### src/common/hb_defs.svh
`ifndef HB_DEFS_SVH
`define HB_DEFS_SVH

// high-speed bus address map

// data RAM domain, 4 bytes per word
`define HB_DATA_RAM_BASE 32'h0001_0000
`define HB_RAM_DEPTH     256
`define HB_DATA_RAM_SIZE (4 * `HB_RAM_DEPTH)

// local peripheral domain, four 64-byte slave windows
`define HB_LOCAL_BASE    32'h0002_0000
`define HB_LOCAL_SIZE    256

// external interrupt sources on the controller
`define HB_EINT_NUM      8

`endif

### src/common/hb_map_pkg.sv
package hb_map_pkg;

  // address domains on the bus
  typedef enum logic [1:0] {
    DOM_RAM   = 2'd0,
    DOM_LOCAL = 2'd1,
    DOM_NONE  = 2'd2
  } hb_domain_e;

  // slaves inside the local domain, in window order
  typedef enum logic [1:0] {
    SLV_LED   = 2'd0,
    SLV_TIMER = 2'd1,
    SLV_EINT  = 2'd2
  } hb_slave_e;

endpackage

### src/verilog/hb_read_return.sv
`timescale 1ns/10ps

module hb_read_return (
  input  logic                   hb_clk_i,
  input  logic                   rst_n_i,
  input  logic                   read_i,
  input  hb_map_pkg::hb_domain_e rd_dom_i,
  input  logic                   none_rd_i,
  input  logic [31:0]            ram_rdata_i,
  input  logic                   ram_finish_i,
  input  logic [31:0]            loc_rdata_i,
  input  logic                   loc_finish_i,
  output logic [31:0]            rdata_o,
  output logic                   stall_o
);
  import hb_map_pkg::*;

  logic none_finish;
  logic dom_finish;

  // unmapped reads get the same one-cycle finish as a real domain
  always_ff @(posedge hb_clk_i or negedge rst_n_i) begin
    if (!rst_n_i) begin
      none_finish <= 1'b0;
    end else begin
      none_finish <= none_rd_i && !none_finish;
    end
  end

  always_comb begin
    case (rd_dom_i)
      DOM_RAM: begin
        dom_finish = ram_finish_i;
        rdata_o    = ram_rdata_i;
      end
      DOM_LOCAL: begin
        dom_finish = loc_finish_i;
        rdata_o    = loc_rdata_i;
      end
      default: begin
        dom_finish = none_finish;
        rdata_o    = 32'h0;
      end
    endcase
  end

  assign stall_o = read_i && !dom_finish;

endmodule

### config.mk
export PLATFORM = sky130hd
export DESIGN_NAME = hb_read_return
export DESIGN_NICKNAME = d
export VERILOG_FILES = /design/src/common/hb_defs.svh /design/src/common/hb_map_pkg.sv /design/src/verilog/hb_read_return.sv
export SDC_FILE = /design/constraint.sdc
export NUM_CORES = 1
export LEC_CHECK = 0
export BUFFER_PORTS_ARGS = -buffer_cell sky130_fd_sc_hd__buf_2
export CORE_UTILIZATION = 28
export CTS_BUF_LIST = sky130_fd_sc_hd__clkbuf_16
export CTS_CLUSTER_DIAMETER = 150
export CTS_CLUSTER_SIZE = 16
export DETAILED_ROUTE_END_ITERATION = 16
export PLACE_DENSITY_LB_ADDON = 0.12
export SKIP_LAST_GASP = 1
export SYNTH_ARGS = -nofsm -noshare
export SYNTH_HDL_FRONTEND = slang
export SYNTH_SLANG_ARGS = --single-unit
### constraint.sdc
create_clock -name hb_clk_i -period 1.95 [get_ports hb_clk_i]
set_clock_uncertainty 0.05 [all_clocks]
set_input_delay 0.2925 -clock hb_clk_i [delete_from_list [all_inputs] [get_ports hb_clk_i]]
set_output_delay 0.2925 -clock hb_clk_i [all_outputs]
set_load 0.03 [all_outputs]
Yosys cells after proc, flatten, opt, wreduce, memory -nomap -nowiden

Cells that the tools add are included.

Bits in registers: 1
Word-level logic and storage cells: 9

Multiplexer cells: 2
Reduce and logical (&&, ||, !) cells: 5
Eq/ne operators: 1

Operator list:

| cell                                           | count |
|---|---|
| case mux 32 bit (2 select lines)               | 1 |
| == test 2 x 1 -> 1 bit (second input constant) | 1 |
| logical AND 1 bit                              | 2 |
| logical NOT 1 bit                              | 2 |
| logical NOT 2 bit                              | 1 |
| case mux 1 bit (2 select lines)                | 1 |

Longest topological paths before layout

Gate-level depths: netlist of run 1.

Depth after elaboration: 4
Depth in mapped cells: 4
Gate-level depth less buffers: 2

Worst setup path before layout of run 1

No wires, ideal clock.

Path type: input-to-output
Start: input rd_dom_i[0]
End: output rdata_o[0]
Setup slack: 0.532 ns
Arrival: 1.075 ns
Stages on the path: 4
Path through: buf_6 > buf_8 > mux2i_1 > nor2_1

Word-level cells in the longest chain between the ends: 2

RTL lines:

| element                                                            | line                 | RTL |
|---|---|---|
| start, declared                                                    | hb_read_return.sv:7  | `input hb_map_pkg::hb_domain_e rd_dom_i,` |
| == test 2 x 1 -> 1 bit / logical NOT 2 bit (equally long branches) | hb_read_return.sv:31 | `case (rd_dom_i)` |
| case mux 32 bit (2 select lines) (*)                               | hb_read_return.sv:31 |  |
| end, declared                                                      | hb_read_return.sv:13 | `output logic [31:0] rdata_o,` |

Mark *: on every way between the ends. The rest lies on a longest branch, timed or not.

Worst setup path after layout of run 1

Start: input rd_dom_i[0]
End: output rdata_o[28]

The elaborated chain is that of the path after synthesis.

==> impl_results.md, run 1 <==
* Tightest Hold Check Type: in -> async
* Leak at around 0.74 nW
* Post-Syn Instances at between 70 and 80
* Setup bufs post-CTS at 0
* Area contributors post-synth: mux2i_1 55%, nor2_1 21%, buf_8 7.7%
* DRC errors left at 0
* Critical path required time at 1.61 ns
* Register area share after synthesis at 0.0430
* First-pass GRT wire length at approximately 2400 µm
* Synth Warn # at 0
* Filler Cells Inserted at 220
* Final Power at between 0.3 and 0.4 mW
* GRT Util Overall at 0.137
* Initial Utilization at 0.297
* Endpoint type of the worst setup path: output pin
* Commonest non-fill, non-tap cells in the layout: 104 x buf_2, 32 x mux2i_1, 32 x nor2_1
* Setup slack after layout at approximately 0.4 ns
* Post-DRT Antenna Nets at 0
* Synth Area in XOR/XNOR at 0
* Clock transition at path regs at 0 ns
* Max Cap Viol at 0
* Max Fclk at 648 MHz
* Antenna diodes at 0
* Crit share post-route at 0.791
* Commonest non-fill, non-tap cell in the layout: buf_2
* FF+latch count, synth at 1
* Mux cell area share after synthesis at 0.576
* Die Height at roughly 48 µm
* Crit path max fanout at 20
* Power Dens Cells at 299 nW/µm²
* Remaining Overflow, GRT at 0
* Buffers on Ports at ~100
* Synth cell types at 12
* Post-CTS Hold Buffers at 0
* Fin cells at between 200 and 250
* Least-Margin Pin Slew at ~0.25 ns
* Post-synthesis cell type with the largest combined area: mux2i_1
* GP Congestion at around 0.63
* Post-synthesis net count at 150
* Status: completed
* DRT Wirelength at roughly 2000 µm
* Final core utilization at 0.560
* Max reg flops at 1
* Slew Limit Headroom at 0.836
* Floorplan Core Area at approximately 2000 µm²
* Antenna violations before repair at 0
* Full die area at roughly 2300 µm²
* Synthesized-area fraction occupied by and/or/nand/nor cells at 0.241
* Number of global-route vias before repair at approximately 620
* Top Registers: none_finish x1
* Critical path launch point type: input pin
* Setup_tns at 0 ns
* Setup WS pre-CTS at around 0.4 ns
* Via count at 900
* Share of cells above drive strength 1 at 0.616
* Mean area per synthesized cell at ~7.5 µm²
* DP Wirelength at about 1600 µm
* Row count at 16
* Largest Register: none_finish
* Placed insts at just over 200
* Worst vdd ir at between 200 and 250 µV
* Layout area overhead at 88.8%
* Compound-gate portion of the synthesized area at 0.0151
* WS Path Type: in -> out
* Routed vias/inst at between 4 and 5
* Post-synthesis cell area at 582 µm²
* Post-synth top area share at 0.551
* Final #Nets at around 250
* Largest net degree at the start of global routing at 21
* Worst EP arrival at 1.20 ns
* DR WL/cell at about 9.6 µm
* Synth Area in Adders at 0
* Largest family of logic cells by synthesized area: multiplexers
* Worst-Skew Late Latency at 0 ns
* Final Slew Violations at 0
* Final critical-path required period at 1.54 ns
* Die width at 47.6 µm
* Drt initial violations at 5
* Final Hold Fails at 0
* RSZ-0062 raised after global routing: false
* Drt pass-1 iters at 2
* Boundary Pins at ~110
* Post-cts resize count at 0
* Setup-failing EPs final at 0
-- synthesized netlist by cell type --
| library cell | n |
|---|---|
| buf_6 | 1 |
| buf_8 | 3 |
| clkbuf_1 | 3 |
| clkbuf_2 | 1 |
| dfrtp_1 | 1 |
| mux2_4 | 1 |
| mux2i_1 | 32 |
| nand2b_1 | 1 |
| nand3b_1 | 1 |
| nor2_1 | 32 |
| nor2b_1 | 1 |
| o21ai_2 | 1 |
-- cells by family after synthesis --
kind of cell,Yosys count
AOI/OAI and AO/OA,1
buffers and inverters,8
DFF,1
muxes,33
and+or+nand+nor,35
-- final timing paths --
check                              end        start  cells after the start  slack, ns
setup reg to reg           none_finish  none_finish                      1       1.37
hold / removal             none_finish      rst_n_i                      1       0.02
max in group asynchronous  none_finish      rst_n_i                      1       1.75
hold reg to reg            none_finish  none_finish                      1       0.36
min in group hb_clk_i      none_finish  none_finish                      1       0.36
setup / recovery           rdata_o[28]  rd_dom_i[0]                      5       0.41
-- report_power, final --
part / switching [mW] / internal, mW / leakage, nW
registers: 0.000529 / 0.0225 / 0.0125
clock network: 0 / 0 / 0
logic: 0.176 / 0.130 / 0.725
-- final cells by class --
class                           instances  area, µm²  share of cell area
Multi-Input combinational cell         69        484               0.441
Sequential cell                         1       25.0              0.0228
Tap cell                               27       33.8              0.0308
Timing Repair Buffer                  107        556               0.506
-- stage by stage --
stage | hold slack [ns] | cell area, µm²
floorplan | -0.0531 | 582
global placement | 0.0186 | 1100
detailed placement | 0.0187 | 1100
CTS | 0.0187 | 1100
global route | 0.0215 | 1100
finish | 0.0172 | 1100
-- layer usage --
| layer | part of all wire | global-route usage | wire length (µm) | vias to the layer above |
|---|---|---|---|---|
| met5 | 0 | 0 | 0 | - |
| met4 | 0 | 0.0111 | 0 | 0 |
| met3 | 0.097 | 0.00377 | 189 | 0 |
| met2 | 0.55 | 0.307 | 1070 | 53 |
| met1 | 0.36 | 0.141 | 697 | 385 |
| li1 | - | - | - | 462 |
-- worst max-delay path, cell delays in order --
cell     delay (ns)
buf_2          0.23
buf_12         0.22
mux2i_1        0.22
nor2_1         0.05
buf_2          0.18
Power figures use the tool's default switching activity.
==> run 2, diff against run 1 <==
Settings changed: CORE_UTILIZATION 28 to 26.
Clock period 1.95 ns to 1.6 ns, I/O delays scaled along.
==> run 2 against run 1 <==
  * Global-route usage rose by 0.75 points
  * Cell count is 0.49% higher
  * Via count fell by 0.22%
  * First-iteration DRC count unchanged
  * Combinational power is 24% higher
  * Routed wire length down 0.31%
  * Largest cell class unchanged
==> impl_results.md, run 2 (synthesis gave the netlist of run 1 again) <==
* Full die area at 2430 µm² (was 2260 µm²)
* Filler Cells Inserted at 205 (was 220)
* Power Dens Cells at 362 nW/µm² (was 299 nW/µm²)
* Endpoint type of the worst setup path: output pin (unchanged)
* Hold Path Stages at 1
* Clock transition at path regs at 0 ns (about the same)
* Post-cts resize count at 0 (unchanged)
* Slew Limit Headroom at 0.809 (was 0.836)
* DR WL/cell at 9.50 µm (was 9.57 µm)
* Crit share post-route at 0.853
* Setup slack after layout at 0.235 ns (was 0.407 ns)
* Antenna diodes at 0 (unchanged)
* Commonest non-fill, non-tap cells in the layout: 104 x buf_2, 32 x mux2i_1, 32 x nor2_1 (unchanged)
* Worst-case reg-to-reg path depth at 1 (unchanged)
* Buf/Inv on CP at 3 (unchanged)
* Cells along the critical path: buf_2, buf_4, mux2i_1, nor2_1, buf_2 (was buf_2, buf_12, mux2i_1, nor2_1, buf_2)
* Worst stage delay on the critical path at 0.25 ns (was 0.23 ns)
* Final Hold Fails at 0 (unchanged)
* Final #Nets at 252 (was 251)
* Buffers on Ports at 104 (unchanged)
* Die width at 49.3 µm (was 47.6 µm)
* Row count at 16 (unchanged)
* Most frequent CP cell: buf_2 (unchanged)
* Multi-input logic area at 484 µm² (unchanged)
* Number of global-route vias before repair at 741 (was 617)
* Worst path top cell family by delay: buffers and inverters (unchanged)
* Reg area at 25.0 µm² (unchanged)
* Least-Margin Pin Slew at 0.287 ns (was 0.245 ns)
* Worst-Skew Late Latency at 0 ns (about the same)
* Boundary Pins at 105 (unchanged)
* Max Cap Viol at 0 (unchanged)
* Share of power burned in registers at 0.069 (was 0.070)
* Drt initial violations at 5 (unchanged)
* Largest net degree at the start of global routing at 21 (unchanged)
* Floorplan Core Area at 2040 µm² (was 1960 µm²)
* Layout area overhead at 92.7% (was 88.8%)
* RSZ-0062 raised after global routing: false (unchanged)
* Final Slew Violations at 0 (unchanged)
* Share of cells above drive strength 1 at 0.612 (was 0.616)
* Max Fclk at 733 MHz
* Worst vdd ir at 259 µV (was 211 µV)
* Logic pwr share at 0.931 (was 0.930)
* Drt pass-1 iters at 3 (was 2)
* Switch Pwr at 0.215 mW (was 0.176 mW)
* DRT Wirelength at 1950 µm (about the same)
* GP Congestion at 0.732 (was 0.632)
* WS Path Type: in -> out (unchanged)
* Die Height at 49.3 µm (was 47.6 µm)
* Remaining Overflow, GRT at 0 (unchanged)
* Commonest non-fill, non-tap cell in the layout: buf_2 (unchanged)
* Critical path required time at 1.31 ns (was 1.61 ns)
* DP Wirelength at 1600 µm (was 1650 µm)
* Sw Ratio at 0.531 (was 0.537)
* First-pass GRT wire length at 2950 µm (was 2350 µm)
* Setup WS pre-CTS at 0.224 ns (was 0.399 ns)
* Crit path max fanout at 12 (was 20)
* Largest Register: none_finish (unchanged)
* Max reg flops at 1 (unchanged)
* DRC errors left at 0 (unchanged)
* Leak at 0.746 nW (was 0.737 nW)
* Clk pwr share at 0 (about the same)
* Tightest Hold Check Type: reg -> reg (was in -> async)
* Worst EP arrival at 1.07 ns (was 1.20 ns)
* Post-DRT Antenna Nets at 0 (unchanged)
* Via count at 898 (was 900)
* Top Registers: none_finish x1 (unchanged)
* Setup-failing EPs final at 0 (unchanged)
* Slack of the worst reg-to-reg path at 1.01 ns (was 1.37 ns)
* Initial Utilization at 0.285 (was 0.297)
* Status: completed (unchanged)
* GRT Util Overall at 0.145 (was 0.137)
* Cell internal pwr at 0.191 mW (was 0.152 mW)
* Critical path launch point type: input pin (unchanged)
* CP Depth at 5 (unchanged)
* Routed vias/inst at 4.38 (was 4.41)
* Final critical-path required period at around 1.4 ns
* Antenna violations before repair at 0 (unchanged)
* Setup_tns at 0 ns (unchanged)
* Highest-delay cell along the critical path: buf_4 (was buf_2)
-- run 2: path summary, 6_finish.rpt --
path,end,from
setup / recovery,rdata_o[17],rd_dom_i[0]
hold / removal,none_finish,none_finish
setup reg to reg,none_finish,none_finish
hold reg to reg,none_finish,none_finish
max in group asynchronous,none_finish,rst_n_i
min in group asynchronous,none_finish,rst_n_i
-- run 2: repair_timing --
action                     4_1_cts  5_1_grt
setup endpoints to repair        0        0
hold buffers                     1        0
buffers inserted                 0        0
hold endpoints to repair         1        0
-- run 2: power groups by stage --
stage / combinational (mW) / sequential [mW] / clock [mW]
floorplan: 0.238 / 0.0280 / 0
global placement: 0.373 / 0.0282 / 0
detailed placement: 0.379 / 0.0282 / 0
CTS: 0.382 / 0.0282 / 0
global route: 0.406 / 0.0285 / 0
finish: 0.378 / 0.0282 / 0
-- run 2: cell type report --
type,instances,share of cell area
timing repair buffer,108,0.516
multi-input combinational,69,0.432
tap,27,0.0301
sequential,1,0.0223
-- run 2: stage by stage --
stage               hold slack, ns  cells  total power [mW]  cell area, µm²   util
floorplan                   -0.106     78             0.266             582      -
global placement           -0.0335    204             0.401            1110  0.544
detailed placement         -0.0317    204             0.407            1110  0.544
CTS                          0.365    205             0.410            1120  0.549
global route                 0.384    205             0.435            1120  0.549
finish                       0.363    205             0.406            1120  0.549
-- run 2: routing by layer --
metal | vias up | part of all wire | GRT usage
met2 | 59 | 0.52 | 0.301
li1 | 461 | - | -
met1 | 376 | 0.37 | 0.154
met4 | 0 | 0.0072 | 0.00980
met3 | 2 | 0.10 | 0.0187
met5 | - | 0 | 0
