## src/common/hb_defs.svh

```systemverilog
`ifndef HB_DEFS_SVH
`define HB_DEFS_SVH

// high-speed bus address map

// data RAM domain, 4 bytes per word
`define HB_DATA_RAM_BASE 32'h0001_0000
`define HB_RAM_DEPTH     256
`define HB_DATA_RAM_SIZE (4 * `HB_RAM_DEPTH)

// local peripheral domain, four 64-byte slave windows
`define HB_LOCAL_BASE    32'h0002_0000
`define HB_LOCAL_SIZE    256

// external interrupt sources on the controller
`define HB_EINT_NUM      8

`endif

```

## src/common/hb_bus_pkg.sv

```systemverilog
package hb_bus_pkg;

  // register view of an address inside the local domain
  // slave id picks a 64-byte window, reg_idx a word in it
  typedef struct packed {
    logic [23:0] region;
    logic [1:0]  slave;
    logic [3:0]  reg_idx;
    logic [1:0]  byte_off;
  } hb_local_addr_t;

  // one bus address, read flat or as local fields
  typedef union packed {
    logic [31:0]    flat;
    hb_local_addr_t loc;
  } hb_addr_u;

  // store width from the load/store unit
  typedef enum logic [1:0] {
    W_BYTE = 2'd0,
    W_HALF = 2'd1,
    W_WORD = 2'd2
  } hb_width_e;

endpackage

```

## src/common/hb_map_pkg.sv

```systemverilog
package hb_map_pkg;

  // address domains on the bus
  typedef enum logic [1:0] {
    DOM_RAM   = 2'd0,
    DOM_LOCAL = 2'd1,
    DOM_NONE  = 2'd2
  } hb_domain_e;

  // slaves inside the local domain, in window order
  typedef enum logic [1:0] {
    SLV_LED   = 2'd0,
    SLV_TIMER = 2'd1,
    SLV_EINT  = 2'd2
  } hb_slave_e;

endpackage

```

## src/hb_local/system_timer.sv

```systemverilog
`timescale 1ns/10ps

module system_timer (
  input  logic        hb_clk_i,
  input  logic        rst_n_i,
  input  logic        wr_en_i,
  input  logic [3:0]  reg_i,
  input  logic [31:0] wdata_i,
  input  logic        timer_tick_i,
  output logic [31:0] rdata_comb_o,
  output logic        mtimer_int_o
);

  logic [63:0] mtime;
  logic [63:0] mtimecmp;
  logic        mtime_wr;

  assign mtime_wr = wr_en_i && (reg_i == 4'd0 || reg_i == 4'd1);

  // software write to mtime wins over a tick on the same edge
  always_ff @(posedge hb_clk_i or negedge rst_n_i) begin
    if (!rst_n_i) begin
      mtime <= 64'h0;
    end else if (mtime_wr) begin
      if (reg_i == 4'd0)
        mtime[31:0] <= wdata_i;
      else
        mtime[63:32] <= wdata_i;
    end else if (timer_tick_i) begin
      mtime <= mtime + 64'd1;
    end
  end

  // all ones keeps the interrupt quiet until software sets a compare
  always_ff @(posedge hb_clk_i or negedge rst_n_i) begin
    if (!rst_n_i) begin
      mtimecmp <= '1;
    end else if (wr_en_i && reg_i == 4'd2) begin
      mtimecmp[31:0] <= wdata_i;
    end else if (wr_en_i && reg_i == 4'd3) begin
      mtimecmp[63:32] <= wdata_i;
    end
  end

  always_comb begin
    case (reg_i)
      4'd0:    rdata_comb_o = mtime[31:0];
      4'd1:    rdata_comb_o = mtime[63:32];
      4'd2:    rdata_comb_o = mtimecmp[31:0];
      4'd3:    rdata_comb_o = mtimecmp[63:32];
      default: rdata_comb_o = 32'h0;
    endcase
  end

  assign mtimer_int_o = (mtime >= mtimecmp);

endmodule

```

## src/hb_local/eint_ctrl.sv

```systemverilog
`timescale 1ns/10ps
`include "hb_defs.svh"

module eint_ctrl (
  input  logic                    hb_clk_i,
  input  logic                    rst_n_i,
  input  logic                    wr_en_i,
  input  logic [3:0]              reg_i,
  input  logic [31:0]             wdata_i,
  input  logic [`HB_EINT_NUM-1:0] irq_src_i,
  output logic [31:0]             rdata_comb_o,
  output logic                    mextern_int_o,
  output logic [2:0]              mextern_int_id_o
);

  localparam int N    = `HB_EINT_NUM;
  localparam int ID_W = $clog2(N);

  logic [N-1:0] pending, enable, active, clr_mask;

  assign clr_mask = (wr_en_i && reg_i == 4'd0) ? wdata_i[N-1:0] : '0;

  // a source still high sets its bit again over the clear
  always_ff @(posedge hb_clk_i or negedge rst_n_i) begin
    if (!rst_n_i) begin
      pending <= '0;
      enable  <= '0;
    end else begin
      pending <= (pending & ~clr_mask) | irq_src_i;
      if (wr_en_i && reg_i == 4'd1)
        enable <= wdata_i[N-1:0];
    end
  end

  assign active        = pending & enable;
  assign mextern_int_o = |active;

  // lowest pending id wins
  always_comb begin
    mextern_int_id_o = '0;
    for (int i = N - 1; i >= 0; i--) begin
      if (active[i])
        mextern_int_id_o = ID_W'(i);
    end
  end

  always_comb begin
    case (reg_i)
      4'd0:    rdata_comb_o = 32'(pending);
      4'd1:    rdata_comb_o = 32'(enable);
      4'd2:    rdata_comb_o = {mextern_int_o, {(31 - ID_W){1'b0}}, mextern_int_id_o};
      default: rdata_comb_o = 32'h0;
    endcase
  end

endmodule

```

## src/hb_local/hb_local_domain.sv

```systemverilog
`timescale 1ns/10ps
`include "hb_defs.svh"

module hb_local_domain (
  input  logic                    hb_clk_i,
  input  logic                    rst_n_i,
  input  logic                    rd_sel_i,
  input  logic                    wr_sel_i,
  input  hb_map_pkg::hb_slave_e   rd_slave_i,
  input  hb_map_pkg::hb_slave_e   wr_slave_i,
  input  logic [31:0]             raddr_i,
  input  logic [31:0]             waddr_i,
  input  logic [31:0]             wdata_i,
  input  logic                    timer_tick_i,
  input  logic [`HB_EINT_NUM-1:0] irq_src_i,
  output logic [31:0]             rdata_o,
  output logic                    read_finish_o,
  output logic [7:0]              led_o,
  output logic                    mtimer_int_o,
  output logic                    mextern_int_o,
  output logic [2:0]              mextern_int_id_o
);
  import hb_bus_pkg::*;
  import hb_map_pkg::*;

  hb_addr_u    raddr_u, waddr_u;
  logic        led_wr, tmr_wr, eint_wr;
  logic [3:0]  tmr_reg, eint_reg;
  logic [31:0] tmr_rdata, eint_rdata, rd_mux;

  assign raddr_u = raddr_i;
  assign waddr_u = waddr_i;

  // write fan-out by slave window
  assign led_wr  = wr_sel_i && (wr_slave_i == SLV_LED);
  assign tmr_wr  = wr_sel_i && (wr_slave_i == SLV_TIMER);
  assign eint_wr = wr_sel_i && (wr_slave_i == SLV_EINT);

  // each slave has one register index, a write takes it over for that cycle
  assign tmr_reg  = tmr_wr ? waddr_u.loc.reg_idx : raddr_u.loc.reg_idx;
  assign eint_reg = eint_wr ? waddr_u.loc.reg_idx : raddr_u.loc.reg_idx;

  always_ff @(posedge hb_clk_i or negedge rst_n_i) begin
    if (!rst_n_i) begin
      led_o <= 8'h0;
    end else if (led_wr) begin
      led_o <= wdata_i[7:0];
    end
  end

  system_timer u_system_timer (
    .hb_clk_i     (hb_clk_i),
    .rst_n_i      (rst_n_i),
    .wr_en_i      (tmr_wr),
    .reg_i        (tmr_reg),
    .wdata_i      (wdata_i),
    .timer_tick_i (timer_tick_i),
    .rdata_comb_o (tmr_rdata),
    .mtimer_int_o (mtimer_int_o)
  );

  eint_ctrl u_eint_ctrl (
    .hb_clk_i         (hb_clk_i),
    .rst_n_i          (rst_n_i),
    .wr_en_i          (eint_wr),
    .reg_i            (eint_reg),
    .wdata_i          (wdata_i),
    .irq_src_i        (irq_src_i),
    .rdata_comb_o     (eint_rdata),
    .mextern_int_o    (mextern_int_o),
    .mextern_int_id_o (mextern_int_id_o)
  );

  always_comb begin
    case (rd_slave_i)
      SLV_LED:   rd_mux = {24'h0, led_o};
      SLV_TIMER: rd_mux = tmr_rdata;
      SLV_EINT:  rd_mux = eint_rdata;
      default:   rd_mux = 32'h0;
    endcase
  end

  always_ff @(posedge hb_clk_i) begin
    if (rd_sel_i && !read_finish_o)
      rdata_o <= rd_mux;
  end

  always_ff @(posedge hb_clk_i or negedge rst_n_i) begin
    if (!rst_n_i) begin
      read_finish_o <= 1'b0;
    end else begin
      read_finish_o <= rd_sel_i && !read_finish_o;
    end
  end

endmodule

```

## config.mk

```make
export PLATFORM = sky130hd
export DESIGN_NAME = hb_local_domain
export DESIGN_NICKNAME = d
export VERILOG_FILES = /design/src/common/hb_bus_pkg.sv /design/src/common/hb_map_pkg.sv /design/src/hb_local/system_timer.sv /design/src/hb_local/eint_ctrl.sv /design/src/hb_local/hb_local_domain.sv
export VERILOG_INCLUDE_DIRS = /design/src /design/src/common
export SDC_FILE = /design/constraint.sdc
export NUM_CORES = 1
export LEC_CHECK = 0
export ABC_AREA = 1
export BUFFER_PORTS_ARGS = -buffer_cell sky130_fd_sc_hd__buf_2
export CELL_PAD_IN_SITES_DETAIL_PLACEMENT = 0
export CELL_PAD_IN_SITES_GLOBAL_PLACEMENT = 1
export CORE_MARGIN = 4
export CORE_UTILIZATION = 38
export CTS_CLUSTER_DIAMETER = 150
export DETAILED_ROUTE_END_ITERATION = 7
export PLACE_DENSITY = 0.89
export SKIP_CTS_REPAIR_TIMING = 1
export SYNTH_ARGS = -nofsm -noshare
export SYNTH_HDL_FRONTEND = slang
export SYNTH_SLANG_ARGS = --single-unit
```

## constraint.sdc

```tcl
create_clock -name hb_clk_i -period 2.2 [get_ports hb_clk_i]
set_clock_uncertainty 0.15 [all_clocks]
set_input_delay 0.22 -clock hb_clk_i [delete_from_list [all_inputs] [get_ports hb_clk_i]]
set_output_delay 0.22 -clock hb_clk_i [all_outputs]
set_load 0.01 [all_outputs]
```

Word level (Yosys, flattened, before mapping)
Cells that the tools add are included.
{"block": "word_totals", "wordCells": 65, "latch_bits": 0, "mem_count": 0, "ram_bits": 0, "reg_bits": 185, "in_bits": 113, "romBits": 0, "output_inout_bits": 46}
{"block": "op_classes", "n_lt_le_gt_ge": 1, "n_shift": 0, "mul": 0, "div_mod_pow": 0, "n_addsub": 1, "bitwise": 5, "reduce_logical": 20, "mux": 18, "n_eq_ne": 11}
{"op": "$pmux W32 S3", "count": 2}
{"op": "$mux W64", "count": 2}
{"op": "$pmux W32 S4", "count": 1}
{"op": "$add A64 B1 Y64 const B", "count": 1}
{"op": "$ge A64 B64 Y1", "count": 1}
{"op": "$mux W32", "count": 2}
{"op": "$mux W3", "count": 8}
{"op": "$and A8 B8 Y8", "count": 2}
{"op": "$eq A4 B2 Y1 const B", "count": 3}
{"op": "$logic_and A1 B1 Y1", "count": 9}
{"op": "$eq A4 B1 Y1 const B", "count": 2}
{"op": "$logic_not A4 Y1", "count": 2}
{"op": "$mux W4", "count": 2}
{"op": "$mux W8", "count": 1}
{"op": "$not A8 Y8", "count": 1}
{"op": "$or A8 B8 Y8", "count": 1}
{"op": "$reduce_or A8 Y1", "count": 1}
{"op": "$reduce_and A2 Y1", "count": 3}
{"op": "$eq A2 B1 Y1 const B", "count": 2}
{"op": "$eq A2 B2 Y1 const B", "count": 2}
{"op": "$logic_not A2 Y1", "count": 2}
{"op": "$ne A2 B2 Y1 const B", "count": 2}
{"op": "$reduce_bool A2 Y1", "count": 1}
{"op": "$logic_not A1 Y1", "count": 1}
{"op": "2 further kinds", "count": 2}

Depth between registers and ports, before layout
{"block": "depth", "ltp_word": 11, "depth_mapped": 15}

By module
Synthesis repeated with hierarchy kept, for this count alone.
{"block": "unflattened", "cells_unflattened": 1862, "area_unflattened_um2": 13173.9}
{"module": "system_timer", "n_inst": 1, "area_each_um2": 10040.9, "cells_per_inst": 1499}
{"module": "hb_local_domain", "n_inst": 1, "area_each_um2": 2029.4, "cells_per_inst": 218}
{"module": "eint_ctrl", "n_inst": 1, "area_each_um2": 1103.6, "cells_per_inst": 145}

Worst setup path after synthesis
Ideal clock, no wire load.
{"block": "synth_timing", "path_type": "register to register", "start": "register read_finish_o", "end": "register rdata_o[0] (enable)", "stages_incl_launch_ff": 2, "t_arrival_ns": 1.810, "setup_slack_ns": -0.183, "required_time_ns": 1.627, "path_buffers": 0, "synth_period_minus_slack_ns": 2.383, "cell_sequence": "dfrtp_1 -> nor2_1"}
{"block": "synth_between", "elab_chain_len": 2}
{"element": "start, declared", "line": "hb_local_domain.sv:17", "source": "output logic read_finish_o,"}
{"element": "start signal, assigned", "line": "hb_local_domain.sv:92", "source": "read_finish_o <= rd_sel_i && !read_finish_o;"}
{"element": "$logic_not A1 Y1", "line": "hb_local_domain.sv:84", "source": "if (rd_sel_i && !read_finish_o)"}
{"element": "$logic_and A1 B1 Y1", "line": "hb_local_domain.sv:84"}
{"element": "end signal, assigned", "line": "hb_local_domain.sv:85", "source": "rdata_o <= rd_mux;"}
{"element": "end, declared", "line": "hb_local_domain.sv:16", "source": "output logic [31:0] rdata_o,"}
No other way between the ends.
A chain may end at the register's enable or synchronous reset.

Final worst setup path
{"block": "layout_timing", "start": "register u_system_timer.mtimecmp[47]", "end": "output mtimer_int_o"}
{"block": "layout_between", "elab_chain_len": 1}
{"element": "start, declared", "line": "system_timer.sv:15", "source": "logic [63:0] mtimecmp;"}
{"element": "start signal, assigned", "line": "system_timer.sv:41", "source": "mtimecmp[63:32] <= wdata_i;"}
{"element": "$ge A64 B64 Y1", "line": "system_timer.sv:55", "source": "assign mtimer_int_o = (mtime >= mtimecmp);"}
{"element": "end, declared", "line": "hb_local_domain.sv:19", "source": "output logic mtimer_int_o,"}
No other way between the ends.

==> summary.md <==
| Metric | Value |
|---|---|
| Result of the run | finished with violations |
| Failing checks | negative hold slack, negative setup slack |
| First-pass GRT wire length | 68.8 mm |
| Critical path fanouts, max | 2 |
| Share of the cycle needed by the critical path after routing | 131% |
| Initial core utilization | 38.4% |
| Crit-path cells | inv_1 -> ha_1 -> a21oi_1 -> o21ai_0 -> a21oi_2 -> nand2_2 -> a21oi_2 -> nand3_2 -> buf_6 |
| Slowest CP cell | dfstp_2 |
| Number of cells after detailed placement | 2443 |
| Number of global-route vias before repair | 12102 |
| Hold violation count in the final report | 6 |
| Number of routed nets with antenna violations | 0 |
| Cell chosen for the clock root | clkbuf_16 |
| Count of yosys warnings during synthesis | 0 |
| Transition at the pin with the smallest max-transition slack | 0.862 ns |
| Max-capacitance violation count | 0 |
| Achievable frequency | 347 MHz |
| Clk sink count | 185 |
| Cell area after technology mapping | 12500 um2 |
| Chip height | 189 um |
| Post-synthesis area per instance | 6.91 um2 |
| Setup repair after global routing missed its margin | yes |
| Starting DRC count in detailed routing | 1210 |
| Portion of synthesized cell area occupied by the leading cell type | 17.9% |
| Signed area change from the synthesized netlist to the final layout | 28.2% |
| Via density per instance | 5.17 |
| Share of post-route cells with drive strength above 1 | 22.2% |
| Seq/Total Area, Yosys | 39.1% |
| Critical Path End Type | output pin |
| CTS max path bufs | 2 |
| Clock edge transition at the registers on the reported setup and hold paths | 0.08 ns |
| GRT Total Usage | 24.6% |
| Beginning of the worst hold path | wdata_i[5] |
| Final setup violation count | 1 |
| Estimated wirelength of the detail-placed design | 35.5 mm |
| Hold path depth | 3 |
| Initial antenna violation count | 0 |
| Number of vias in the routed layout | 13070 |
| Worst slack on hold paths | -0.0302 ns |
| Min Tclk post-route | 2.88 ns |
| Number of buffers inserted during clock tree synthesis | 17 |
| Worst max-slew margin expressed relative to the limit | 42.3% |
| R2R depth | 13 |
| Fraction of registers with async set or reset after synthesis | 82.7% |
| Worst path most repeated cell | a21oi_2 |
| Post-synthesis register bit count | 185 |
| Nets | 2249 |
| Largest stage delay on the critical path | 0.54 ns |
| DR WL/cell | 17.9 um |
| Cell type with the highest aggregate area in the netlist | dfrtp_1 |
| Top Ports | 159 |
| Cell count after synthesis | 1804 |
| Synth unique cells | 44 |
| Commonest cells after routing, fill and taps aside | nand2_1, nor2_1, inv_1, buf_4, o21ai_0 |
| Largest cells by area after synthesis | dfrtp_1, nand2_1, dfstp_2, nor2_1, edfxtp_1 |
| Leading cell type in the layout, fill and taps excluded | nand2_1 |
| Launching point of the worst reg2reg path | u_system_timer.mtime[6]$_DFFE_PN0P_ |
| Mapped Nets | 1982 |
| Class of the most critical hold timing path | in -> reg |
| Commonest register cell after synthesis | dfrtp_1 |
| Total DRC errors in the routed layout | 0 |
| Sum of overflow across all layers after global routing | 0 |
| Number of enable flip-flop cells after synthesis | 32 |
| Leakage | 7.34 nW |
| Arr. time, crit path | 2.51 ns |
| Maximum number of pins on one net before global-route repair | 52 |
| Width of the die | 189 um |
| Required time reported for the critical path endpoint | 1.83 ns |
| Startpoint type of the worst setup path | flip-flop |
| Layout Cells excl Fill | 2526 |
| Total iterations of the first detailed-routing run | 8 |
| Number of core rows | 66 |
| Final setup TNS | -0.684 ns |
| Number of pins with negative max-slew slack in the final report | 0 |
| Worst IR drop on VDD | 0.000457 V |
| Placer congestion estimate | 1.04 |
| Worst setup path start | u_system_timer.mtimecmp[47]$_DFFE_PN1P_ |
| Critical path class | reg -> out |
| Power density over the cells | 753 nW/um2 |
| Slack of the critical path | -0.684 ns |
| Clk Latency, worst-skew pair | 0.45 ns |
| DIE AREA | 35700 um2 |
| Total wirelength of the detailed-routed design | 45.1 mm |
| Depth of the CTS H-tree | 4 |
| CTS tree | yes |
| Input/output buffers | 102 |
| Area of the core region | 32500 um2 |
| Antenna diodes | 0 |
-- cell type report --
type	instances	area, um2
Clock inverter	14	151
Inverter	211	795
Timing Repair Buffer	296	2200
Multi-Input combinational cell	1360	6960
Fill cell	3119	16500
Sequential cell	185	4880
Clock buffer	18	439
Tap cell	442	553
-- through the flow --
step	setup slack (ns)	instance area [um2]	util, %	power (mW)
after floorplan	0.256	12500	-	6.77
after global placement	-0.661	14500	44.7	8.37
after detailed placement	-0.661	14500	44.7	8.47
after CTS	-1.16	15100	46.5	11.6
after global routing	-0.777	16000	49.2	12.7
final	-0.684	16000	49.2	12.0
-- sequential cells by signal, summed over array words and instances (netlist names) --
signal,count
u_eint_ctrl.enable,8
rdata_o,32
led_o,8
u_eint_ctrl.pending,8
u_system_timer.mtimecmp,64
u_system_timer.mtime,64
read_finish_o,1
-- power breakdown --
group	total, mW	internal (mW)	leakage (nW)	switching, mW
sequential	4.64	4.12	2.00	0.521
clock	3.13	1.55	0.286	1.58
combinational	4.26	1.72	5.05	2.54
total	12.0	7.39	7.34	4.64
-- synth_stat cells, types with 2 or more instances --
cell      count
buf_2        20
buf_1         4
nor2_1      290
nor3_1        9
nor2_4        3
nand2_2       8
dfrtp_1      89
o21ai_1      49
xor2_1       23
a22oi_1      15
a21boi_0      2
o21bai_1      2
a31oi_1      10
o21ai_2       3
o22ai_1      39
inv_2         7
nor4_1        2
nand3_1      51
nand2_1     563
edfxtp_1     32
o211ai_1      4
nor2_2        5
o21ai_0     109
dfstp_2      64
inv_1       203
and2_1        2
ha_1         65
buf_6         2
nand4_1      22
a21oi_1      68
clkbuf_1     21
nand3_2       3
o21a_1        4
-- critical path: cells and delay by family (launching register included) --
kind	cells	cell delay [ns]
AO/OA/AOI/OAI	4	0.74
adder cells (fa/ha/maj)	1	0.30
AND/OR/NAND/NOR	2	0.27
flip-flops	1	0.54
buffers and inverters	2	0.21
-- cells by family after synthesis --
logic type	Yosys count	share of synthesized area (%)
adder cells (fa/ha/maj)	65	6.53
AO/OA/AOI/OAI	308	13.6
AND/OR/NAND/NOR	964	31.0
buffers and inverters	259	8.16
flip-flops	185	39.1
XOR/XNOR	23	1.62
-- path summary, 6_finish.rpt --
kind | endpoint | slack [ns]
min in group asynchronous | u_system_timer.mtime[28]$_DFFE_PN0P_ | 0.06
hold / removal | u_system_timer.mtimecmp[5]$_DFFE_PN1P_ | -0.03
setup / recovery | mtimer_int_o | -0.68
max in group asynchronous | u_system_timer.mtimecmp[40]$_DFFE_PN1P_ | 1.07
setup reg to reg | u_system_timer.mtime[54]$_DFFE_PN0P_ | 0.06
hold reg to reg | u_system_timer.mtimecmp[10]$_DFFE_PN1P_ | 0.33
-- metal layers --
layer  GRT usage [%]  wire, um  vias to the layer above
met1            36.1     20400                     6175
met3            3.10      3510                       56
met4            6.53       996                        0
li1                -         -                     6352
met2            38.6     20200                      487
met5               0         0                        -
Note: power is estimated with default switching activity, not from simulation.
