[src/common/hb_defs.svh]
`ifndef HB_DEFS_SVH
`define HB_DEFS_SVH

// high-speed bus address map

// data RAM domain, 4 bytes per word
`define HB_DATA_RAM_BASE 32'h0001_0000
`define HB_RAM_DEPTH     256
`define HB_DATA_RAM_SIZE (4 * `HB_RAM_DEPTH)

// local peripheral domain, four 64-byte slave windows
`define HB_LOCAL_BASE    32'h0002_0000
`define HB_LOCAL_SIZE    256

// external interrupt sources on the controller
`define HB_EINT_NUM      8

`endif

[src/common/hb_bus_pkg.sv]
package hb_bus_pkg;

  // register view of an address inside the local domain
  // slave id picks a 64-byte window, reg_idx a word in it
  typedef struct packed {
    logic [23:0] region;
    logic [1:0]  slave;
    logic [3:0]  reg_idx;
    logic [1:0]  byte_off;
  } hb_local_addr_t;

  // one bus address, read flat or as local fields
  typedef union packed {
    logic [31:0]    flat;
    hb_local_addr_t loc;
  } hb_addr_u;

  // store width from the load/store unit
  typedef enum logic [1:0] {
    W_BYTE = 2'd0,
    W_HALF = 2'd1,
    W_WORD = 2'd2
  } hb_width_e;

endpackage

[src/common/hb_map_pkg.sv]
package hb_map_pkg;

  // address domains on the bus
  typedef enum logic [1:0] {
    DOM_RAM   = 2'd0,
    DOM_LOCAL = 2'd1,
    DOM_NONE  = 2'd2
  } hb_domain_e;

  // slaves inside the local domain, in window order
  typedef enum logic [1:0] {
    SLV_LED   = 2'd0,
    SLV_TIMER = 2'd1,
    SLV_EINT  = 2'd2
  } hb_slave_e;

endpackage

[src/verilog/hb_addr_decode.sv]
`timescale 1ns/10ps
`include "hb_defs.svh"

module hb_addr_decode (
  input  logic                   hb_clk_i,
  input  logic                   rst_n_i,
  input  logic                   read_i,
  input  logic                   write_i,
  input  logic [31:0]            raddr_i,
  input  logic [31:0]            waddr_i,
  output logic                   ram_rd_sel_o,
  output logic                   ram_wr_sel_o,
  output logic                   loc_rd_sel_o,
  output logic                   loc_wr_sel_o,
  output hb_map_pkg::hb_slave_e  rd_slave_o,
  output hb_map_pkg::hb_slave_e  wr_slave_o,
  output hb_map_pkg::hb_domain_e rd_dom_o,
  output logic                   none_rd_o
);
  import hb_bus_pkg::*;
  import hb_map_pkg::*;

  hb_addr_u   raddr_u, waddr_u;
  hb_domain_e rd_dom_c, wr_dom_c;

  function automatic hb_domain_e domain_of(input logic [31:0] addr);
    if (addr >= `HB_DATA_RAM_BASE && addr < `HB_DATA_RAM_BASE + `HB_DATA_RAM_SIZE)
      return DOM_RAM;
    if (addr >= `HB_LOCAL_BASE && addr < `HB_LOCAL_BASE + `HB_LOCAL_SIZE)
      return DOM_LOCAL;
    return DOM_NONE;
  endfunction

  assign raddr_u  = raddr_i;
  assign waddr_u  = waddr_i;
  assign rd_dom_c = domain_of(raddr_u.flat);
  assign wr_dom_c = domain_of(waddr_u.flat);

  assign ram_rd_sel_o = read_i && (rd_dom_c == DOM_RAM);
  assign loc_rd_sel_o = read_i && (rd_dom_c == DOM_LOCAL);
  assign none_rd_o    = read_i && (rd_dom_c == DOM_NONE);
  assign ram_wr_sel_o = write_i && (wr_dom_c == DOM_RAM);
  assign loc_wr_sel_o = write_i && (wr_dom_c == DOM_LOCAL);

  // window 3 is unused, the local domain answers it with zero
  assign rd_slave_o = hb_slave_e'(raddr_u.loc.slave);
  assign wr_slave_o = hb_slave_e'(waddr_u.loc.slave);

  // remembers whose finish and data the result mux waits for
  always_ff @(posedge hb_clk_i or negedge rst_n_i) begin
    if (!rst_n_i) begin
      rd_dom_o <= DOM_NONE;
    end else if (read_i) begin
      rd_dom_o <= rd_dom_c;
    end
  end

endmodule

[config.mk]
export PLATFORM = sky130hd
export DESIGN_NAME = hb_addr_decode
export DESIGN_NICKNAME = d
export VERILOG_FILES = /design/src/common/hb_bus_pkg.sv /design/src/common/hb_map_pkg.sv /design/src/verilog/hb_addr_decode.sv
export VERILOG_INCLUDE_DIRS = /design/src /design/src/common
export SDC_FILE = /design/constraint.sdc
export NUM_CORES = 1
export LEC_CHECK = 0
export BUFFER_PORTS_ARGS = -buffer_cell sky130_fd_sc_hd__buf_4
export CORE_UTILIZATION = 24
export DETAILED_ROUTE_END_ITERATION = 6
export HOLD_SLACK_MARGIN = 0.02
export PLACE_DENSITY = 0.95
export SLEW_MARGIN = 15
export SYNTH_ARGS = -nofsm -noshare
export SYNTH_HDL_FRONTEND = slang
export SYNTH_SLANG_ARGS = --single-unit
[constraint.sdc]
create_clock -name hb_clk_i -period 1.5 [get_ports hb_clk_i]
set_input_delay 0 -clock hb_clk_i [delete_from_list [all_inputs] [get_ports hb_clk_i]]
set_output_delay 0 -clock hb_clk_i [all_outputs]
set_load 0.01 [all_outputs]
# After elaboration in Yosys (flattened, before gate mapping)
# Index checks and enable logic that the tools add are counted.
# totals
output_inout_bits,11
register_bits,2
# op_classes
n_eq_ne,3
magnitude_cmp,8
n_mux,14
n_reduce_logical,11
# ops
cell,count
>= comparator 32 x 17 -> 1 bit (second input constant),2
>= comparator 32 x 18 -> 1 bit (second input constant),2
< comparator 32 x 17 -> 1 bit (second input constant),2
< comparator 32 x 18 -> 1 bit (second input constant),2
two-way mux 2 bit,8
logical AND 1 bit,9
two-way mux 1 bit,6
equality test 2 x 1 -> 1 bit (second input constant),2
logical NOT 2 bit,2
equality test 2 bit (second input constant),1

# Logic depth before layout (Yosys ltp)
# Gate-level depths: netlist of the first run.
# depth
depth_word,8
depth_mapped,3
mapped_depth_nobuf,3

# Worst setup path before layout of the first run
# Ideal clock, no wire load.
# synth_timing
path_kind,input to output
startpoint,in waddr_i[20]
endpoint,out ram_wr_sel_o
t_arrival_ps,787
n_path_buf,0
required_time_ps,1500
cell_stages,3
path_slack_ps,713
path_cell_list,nor4b_1 > nand4_1 > nor4b_2
# synth_via
elab_chain_len,8
word_cells_on_any_way,14
# synth_rtl
item,line,source
from (decl),hb_addr_decode.sv:10,"input logic [31:0] waddr_i,"
>= comparator 32 x 18 -> 1 bit (no line) or < comparator 32 x 18 -> 1 bit (tied branches),n/a,
logical AND 1 bit (no line),n/a,
two-way mux 1 bit (2 in series),hb_addr_decode.sv:29,if (addr >= `HB_LOCAL_BASE && addr < `HB_LOCAL_BASE + `HB_LOCAL_SIZE)
two-way mux 2 bit,hb_addr_decode.sv:31,return DOM_NONE;
two-way mux 2 bit (*),hb_addr_decode.sv:29,
logical NOT 2 bit (*),hb_addr_decode.sv:42,assign ram_wr_sel_o = write_i && (wr_dom_c == DOM_RAM);
logical AND 1 bit (*),hb_addr_decode.sv:42,
to (decl),hb_addr_decode.sv:12,"output logic ram_wr_sel_o,"
# Every way passes the cells marked *; elsewhere a longest branch is shown, timed or not. The select of a mux whose other input is x is not followed.

# Worst setup path in the final report of the first run
# layout_timing
startpoint,in raddr_i[13]
endpoint,out none_rd_o
# layout_via
elab_chain_len,8
word_cells_on_any_way,14
# layout_rtl
item,line,source
from (decl),hb_addr_decode.sv:9,"input logic [31:0] raddr_i,"
>= comparator 32 x 18 -> 1 bit (no line) or < comparator 32 x 18 -> 1 bit (tied branches),n/a,
logical AND 1 bit (no line),n/a,
two-way mux 1 bit (2 in series),hb_addr_decode.sv:29,
two-way mux 2 bit,hb_addr_decode.sv:31,
two-way mux 2 bit (*),hb_addr_decode.sv:29,
equality test 2 bit (*),hb_addr_decode.sv:41,assign none_rd_o = read_i && (rd_dom_c == DOM_NONE);
logical AND 1 bit (*),hb_addr_decode.sv:41,
to (decl),hb_addr_decode.sv:18,output logic none_rd_o
# Marked as above.

==> reports/metrics.cfg, run 1 <==
[finish]
syn2layout_area_growth_pct = 148
largestRegisters = rd_dom_o x2
diodes = 0
drive_gt1_share_pct = 69.3
largest_reg_flops = 2
mostFrequentLayoutCells = buf_4 (58), dlygate4sd3_1 (6), nand2_1 (4), nor3_1 (4)
final_core_util_pct = 64.9
ff_latch_area_sq_um = 51.3
regMostFlops = rd_dom_o
nFillCells = 109
fin_cells = 116
nNetsFinal = 170
multi_input_area_sq_um = 255
final_common_cell = buf_4

[logic_synthesis]
ys_seq_elements = 2
yosysSeqAreaShare_pct = 14.9
syn_nets = 105
synth_area_per_cell_sq_um = 9.30
yosys.area.top_type_share_pct = 18.5
synthTopCellsByArea = nor4_4 (19%), buf_4 (8.7%), nor4b_2 (8.7%), dfstp_2 (7.6%), dfrtp_1 (7.3%)
synth_warnings = 0
yosysUniqueCellTypes = 20
synth_top_cell_by_area = nor4_4
syn_area_sq_um = 344
syn_inst = 37

[placement]
routabilityCongestion = 0.651
placed_cells = 106
dp_hpwl_microns = 1210
io_buffers = 58

[setup_path]
worst-setup-path-type = input port to output port
slowest_stage = nor4_2
path_max_fanout = 4
start_kind = input port
cp-end-kind = output port
crit_chain = buf_4 -> nor4_2 -> nand2_1 -> o31a_1 -> buf_4
crit_arrival_ns = 1.07
critPathMaxStageDelay_ns = 0.35
path_common_cell = buf_4
critPathRequiredTime_ns = 1.50
cp_top_family = simple AND/OR/NAND/NOR gates
worst-path-buf-inv = 2

[cts]
clk_pin_slew_ns = 0.04
cts_buffers = 3
post_cts.repair.setup_buffers = 0
cts_tree = built
cts_max_path_buffers = 2
root_buffer = clkbuf_4
htreeDepth = 1
cts_resized = 0
insertion_delay_ns = 0.24
cts_sinks = 2

[sta]
slew_violations = 0
hold_violations = 0
timing.final.crit_share_pct = 71.2
fin_skew_ns = 0
rsz0062_at_grt = no
fin_setup_tns_ns = 0
setup_violations = 0
fmax_mhz = 937
max_slew_margin_pct = 79.1
worst_pin_slew_ns = 0.311
finalCriticalPeriod_ns = 1.07

[grt]
grt_use_total_pct = 19.9
grt_pass1_wl_microns = 1970
grt_overflow = 0
grt_pass1_vias = 551
antenna_found_initial = 0
grt_max_degree = 7

[outcome]
status = finished, final reports clean

[floorplan]
die_area_sq_um = 1590
core_area_sq_um = 1320
die_w_microns = 39.9
die_y_microns = 39.9
fp-row-count = 13
start_util_pct = 26.1
io_pins = 79

[worst_hold_path]
worstHoldPathType = input port to asynchronous set/reset pin

[detailed_routing]
ant_nets = 0
drc = 0
vias = 583
wirelength_microns = 1310
drt_iter0_markers = 4
drt-pass1-iter-count = 4
vias_per_cell = 5.03
wl_per_cell_microns = 11.3

[power]
power_density_nw_per_um2 = 404
peakVddDrop_mv = 0.260
p_leak_nw = 0.379

[job]
drv_cap = 0

==> final timing paths <==
check | end | start | slack, ns | cells past startpoint
worst max-delay path | none_rd_o | raddr_i[13] | 0.43 | 5
worst min-delay path | rd_dom_o[0] | rst_n_i | 0.08 | 2
worst max register to register | rd_dom_o[1] | rd_dom_o[1] | 0.78 | 1
worst min register to register | rd_dom_o[1] | rd_dom_o[1] | 0.53 | 1
max in group asynchronous | rd_dom_o[1] | rst_n_i | 1.22 | 2
min in group hb_clk_i | rd_dom_o[0] | raddr_i[8] | 0.08 | 4
==> metal layers <==
metal | part of all wire (%) | vias up | GRT usage, %
li1 | - | 276 | -
met1 | 29 | 263 | 15.1
met2 | 60 | 44 | 39.5
met3 | 11 | 0 | 10.8
met4 | 0 | 0 | 7.76
met5 | 0 | - | 0
==> synth_stat cells <==
cell type and n:
nor4_2 2, nor3_1 4, or4b_1 1, inv_1 2
nand2_1 4, buf_4 4, nor4_1 3, o32ai_1 1
nor4b_2 2, nand3_2 1, o32a_1 1, o31a_1 1
nand4_1 2, nor2_1 1, nor4_4 3, dfrtp_1 1
nand3_1 1, a21oi_1 1, dfstp_2 1, nor4b_1 1
==> logic make-up (layout without fill, tap and decap cells) <==
kind of cell,Yosys count,after routing,synth area share [%]
flip-flops,2,2,14.9
AND/OR/NAND/NOR,25,25,64.7
AO/OA/AOI/OAI,4,4,9.45
buffers and inverters,6,70,10.9
==> power by group <==
| group | switching [mW] | internal [mW] | total [mW] |
|---|---|---|---|
| clock network | 0.0372 | 0.0991 | 0.136 |
| registers | 0.0000000132 | 0.0544 | 0.0544 |
| logic | 0.0469 | 0.108 | 0.155 |
| total | 0.0841 | 0.261 | 0.346 |
==> timing repair <==
item	4_1_cts	5_1_grt
hold buffers	6	0
endpoints found under the hold margin	7	0
endpoints found under the setup margin	0	0
==> metrics by stage <==
stage	worst slack (ns)	hold WS (ns)	total power, mW	cell area, sq um
2_1_floorplan	0.713	-0.296	0.0851	344
3_3_place_gp	0.420	-0.218	0.192	768
3_5_place_dp	0.406	-0.216	0.195	768
4_1_cts	0.406	0.0803	0.353	855
5_1_grt	0.355	0.0634	0.378	855
6_report	0.432	0.0829	0.346	855
==> final cells by class <==
cell class | instances | share of cell area (%)
clock buffers | 4 | 3.07
inverters | 2 | 0.878
multi-input cells | 29 | 29.9
flip-flops and latches | 2 | 6.00
well taps | 15 | 2.20
repair buffers | 64 | 58.0
No activity file was read; power rests on OpenSTA's default activity.
==> inputs of run 2 (changes only) <==
--- a/config.mk
+++ b/config.mk
@@ -7,10 +7,10 @@
 export NUM_CORES = 1
 export LEC_CHECK = 0
 export BUFFER_PORTS_ARGS = -buffer_cell sky130_fd_sc_hd__buf_4
-export CORE_UTILIZATION = 24
+export CORE_UTILIZATION = 22
 export DETAILED_ROUTE_END_ITERATION = 6
 export HOLD_SLACK_MARGIN = 0.02
-export PLACE_DENSITY = 0.95
+export PLACE_DENSITY = 0.9
 export SLEW_MARGIN = 15
 export SYNTH_ARGS = -nofsm -noshare
 export SYNTH_HDL_FRONTEND = slang
==> constraint.sdc (replaced) <==
create_clock -name hb_clk_i -period 1.05 [get_ports hb_clk_i]
set_input_delay 0 -clock hb_clk_i [delete_from_list [all_inputs] [get_ports hb_clk_i]]
set_output_delay 0 -clock hb_clk_i [all_outputs]
set_load 0.01 [all_outputs]
==> reports/metrics.cfg, run 2 (synthesized netlist as in run 1, its figures left out) <==
[floorplan]
die_area_sq_um = 1730  ; was 1590 sq um
die_w_microns = 41.5  ; was 39.9 microns
io_pins = 79  ; unchanged
die_y_microns = 41.5  ; was 39.9 microns
start_util_pct = 24.9  ; was 26.1%
fp-row-count = 13  ; unchanged
core_area_sq_um = 1380  ; was 1320 sq um

[power]
internal_power_mw = 0.390  ; was 0.261 mW
p_clk_share_pct = 35.8  ; was 39.5%
p_seq_share_pct = 14.8  ; was 15.7%
peakVddDrop_mv = 0.610  ; was 0.260 mV
p_leak_nw = 0.412  ; was 0.379 nW
p_switching_mw = 0.137  ; was 0.0841 mW
total_power_mw = 0.527  ; was 0.346 mW
p_sw_share_pct = 26.0  ; was 24.3%
power_density_nw_per_um2 = 556  ; was 404 nW/um^2
power_frac_comb_pct = 49.5  ; was 44.8%

[sta]
slew_violations = 0  ; unchanged
fin_skew_ns = 0  ; unchanged
rsz0062_at_grt = yes  ; was no
hold_violations = 0  ; unchanged
worst_pin_slew_ns = 0.298  ; was 0.311 ns
setup_slack_ns = -0.00626  ; was 0.432 ns
max_slew_margin_pct = 80.0  ; was 79.1%
finalCriticalPeriod_ns = 1.06
timing.final.crit_share_pct = 101
fmax_mhz = 947
setup_violations = 1  ; was 0

[setup_path]
slowest_stage = nor4_4  ; was nor4_2
worst-path-buf-inv = 2  ; unchanged
rr_startpoint = rd_dom_o[1]  ; unchanged
path_common_cell = buf_6  ; was buf_4
critPathMaxStageDelay_ns = 0.34  ; was 0.35 ns
critPathRequiredTime_ns = 1.05  ; was 1.50 ns
crit_arrival_ns = 1.06  ; was 1.07 ns
start_kind = input port  ; unchanged
r2r_cells = 1  ; unchanged
cp_top_family = simple AND/OR/NAND/NOR gates  ; unchanged
r2r_slack_ns = 0.29  ; was 0.78 ns
crit_chain = buf_6 -> nor4_4 -> nand3_2 -> o31a_1 -> buf_6  ; was buf_4 -> nor4_2 -> nand2_1 -> o31a_1 -> buf_4
cp-end-kind = output port  ; unchanged
worst-setup-path-type = input port to output port  ; unchanged
path_max_fanout = 4  ; unchanged
timing.rr.end = rd_dom_o[1]  ; unchanged

[outcome]
violations = setup timing
status = complete, but fails checks  ; was finished, final reports clean

[finish]
ff_latch_area_sq_um = 51.3  ; unchanged
multi_input_area_sq_um = 304  ; was 255 sq um
final_common_cell = buf_4  ; unchanged
nFillCells = 106  ; was 109
mostFrequentLayoutCells = buf_4 (53), buf_6 (7), nor4_4 (5), dlygate4sd3_1 (5)  ; was buf_4 (58), dlygate4sd3_1 (6), nand2_1 (4), nor3_1 (4)
diodes = 0  ; unchanged
drive_gt1_share_pct = 75.7  ; was 69.3%
regMostFlops = rd_dom_o  ; unchanged
fin_cells = 118  ; was 116
nNetsFinal = 172  ; was 170
largestRegisters = rd_dom_o x2  ; unchanged
final_core_util_pct = 68.5  ; was 64.9%
largest_reg_flops = 2  ; unchanged
syn2layout_area_growth_pct = 175  ; was 148%

[grt]
grt_pass1_vias = 587  ; was 551
grt_overflow = 0  ; unchanged
antenna_found_initial = 0  ; unchanged
grt_use_total_pct = 19.4  ; was 19.9%
grt_max_degree = 7  ; unchanged
grt_pass1_wl_microns = 2650  ; was 1970 microns

[cts]
htreeDepth = 1  ; unchanged
clk_pin_slew_ns = 0.03  ; was 0.04 ns
cts_tree = built  ; unchanged
cts_sinks = 2  ; unchanged
insertion_delay_ns = 0.23  ; was 0.24 ns
cts_buffers = 3  ; unchanged
root_buffer = clkbuf_4  ; unchanged
cts_max_path_buffers = 2  ; unchanged

[detailed_routing]
drt-pass1-iter-count = 4  ; unchanged
wl_per_cell_microns = 17.3  ; was 11.3 microns
drt_iter0_markers = 20  ; was 4
wirelength_microns = 2050  ; was 1310 microns
vias = 621  ; was 583
ant_nets = 0  ; unchanged
drc = 0  ; unchanged
vias_per_cell = 5.26  ; was 5.03

[placement]
dp_hpwl_microns = 1500  ; was 1210 microns
io_buffers = 58  ; unchanged
placed_cells = 106  ; unchanged
routabilityCongestion = 0.743  ; was 0.651

[job]
drv_cap = 0  ; unchanged

[worst_hold_path]
worstHoldPathType = input port to asynchronous set/reset pin  ; unchanged

-- run 2: cell count changes in the layout (fill, tap and decap cells not counted), sizes merged --
cell,change
buf,+2
dlygate4sd3,-1
dlymetal6s4s,+1
-- run 2: routing by layer --
| layer | GRT usage, % | part of all wire (%) |
|---|---|---|
| met3 | 1.74 | 4.8 |
| met4 | 11.0 | 1.9 |
| met5 | 0 | 0 |
| met2 | 37.5 | 60 |
| met1 | 19.9 | 33 |
-- run 2: worst max-delay path by stage --
stage                           start      endpoint  slack (ns)  depth (start not counted)
final                     raddr_i[23]     none_rd_o      -0.006                          5
after CTS                      read_i  ram_rd_sel_o        0.01                          5
after floorplan           waddr_i[20]  ram_wr_sel_o        0.26                          3
after detailed placement  raddr_i[13]     none_rd_o       -0.02                          5
after global placement    raddr_i[26]     none_rd_o        0.02                          5
after global routing      waddr_i[26]  ram_wr_sel_o       -0.06                          5
-- run 2: timing repair --
| action | CTS | global route |
|---|---|---|
| buffers inserted | 0 | 2 |
| cloned | 0 | 0 |
| hold buffers | 6 | 0 |
| pin swaps | 1 | 7 |
| endpoints found under the setup margin | 1 | 5 |
| resized for setup | 1 | 15 |
| hold endpoints to repair | 7 | 0 |
-- run 2: layout make-up --
cell class / count / area share, %
Clock buffer: 4 / 2.77
Inverter: 2 / 0.793
Multi-Input combinational cell: 29 / 32.1
Sequential cell: 2 / 5.42
Tap cell: 15 / 1.98
Timing Repair Buffer: 66 / 56.9
-- run 2: power groups by stage --
stage | Combinational, mW | Clock, mW | Sequential [mW]
global placement | 0.197 | 0 | 0.0785
CTS | 0.232 | 0.199 | 0.0778
global route | 0.274 | 0.198 | 0.0777
detailed placement | 0.205 | 0 | 0.0785
floorplan | 0.0430 | 0 | 0.0785
finish | 0.261 | 0.188 | 0.0778
-- run 2: through the flow --
step	hold WS, ns	TNS [ns]	cell area (sq um)	worst slack, ns
after floorplan	-0.296	0	344	0.263
after global placement	-0.218	0	768	0.0163
after detailed placement	-0.215	-0.0339	768	-0.0207
after CTS	0.0761	0	863	0.0107
after global routing	0.0986	-0.110	947	-0.0561
final	0.0909	-0.00626	947	-0.00626
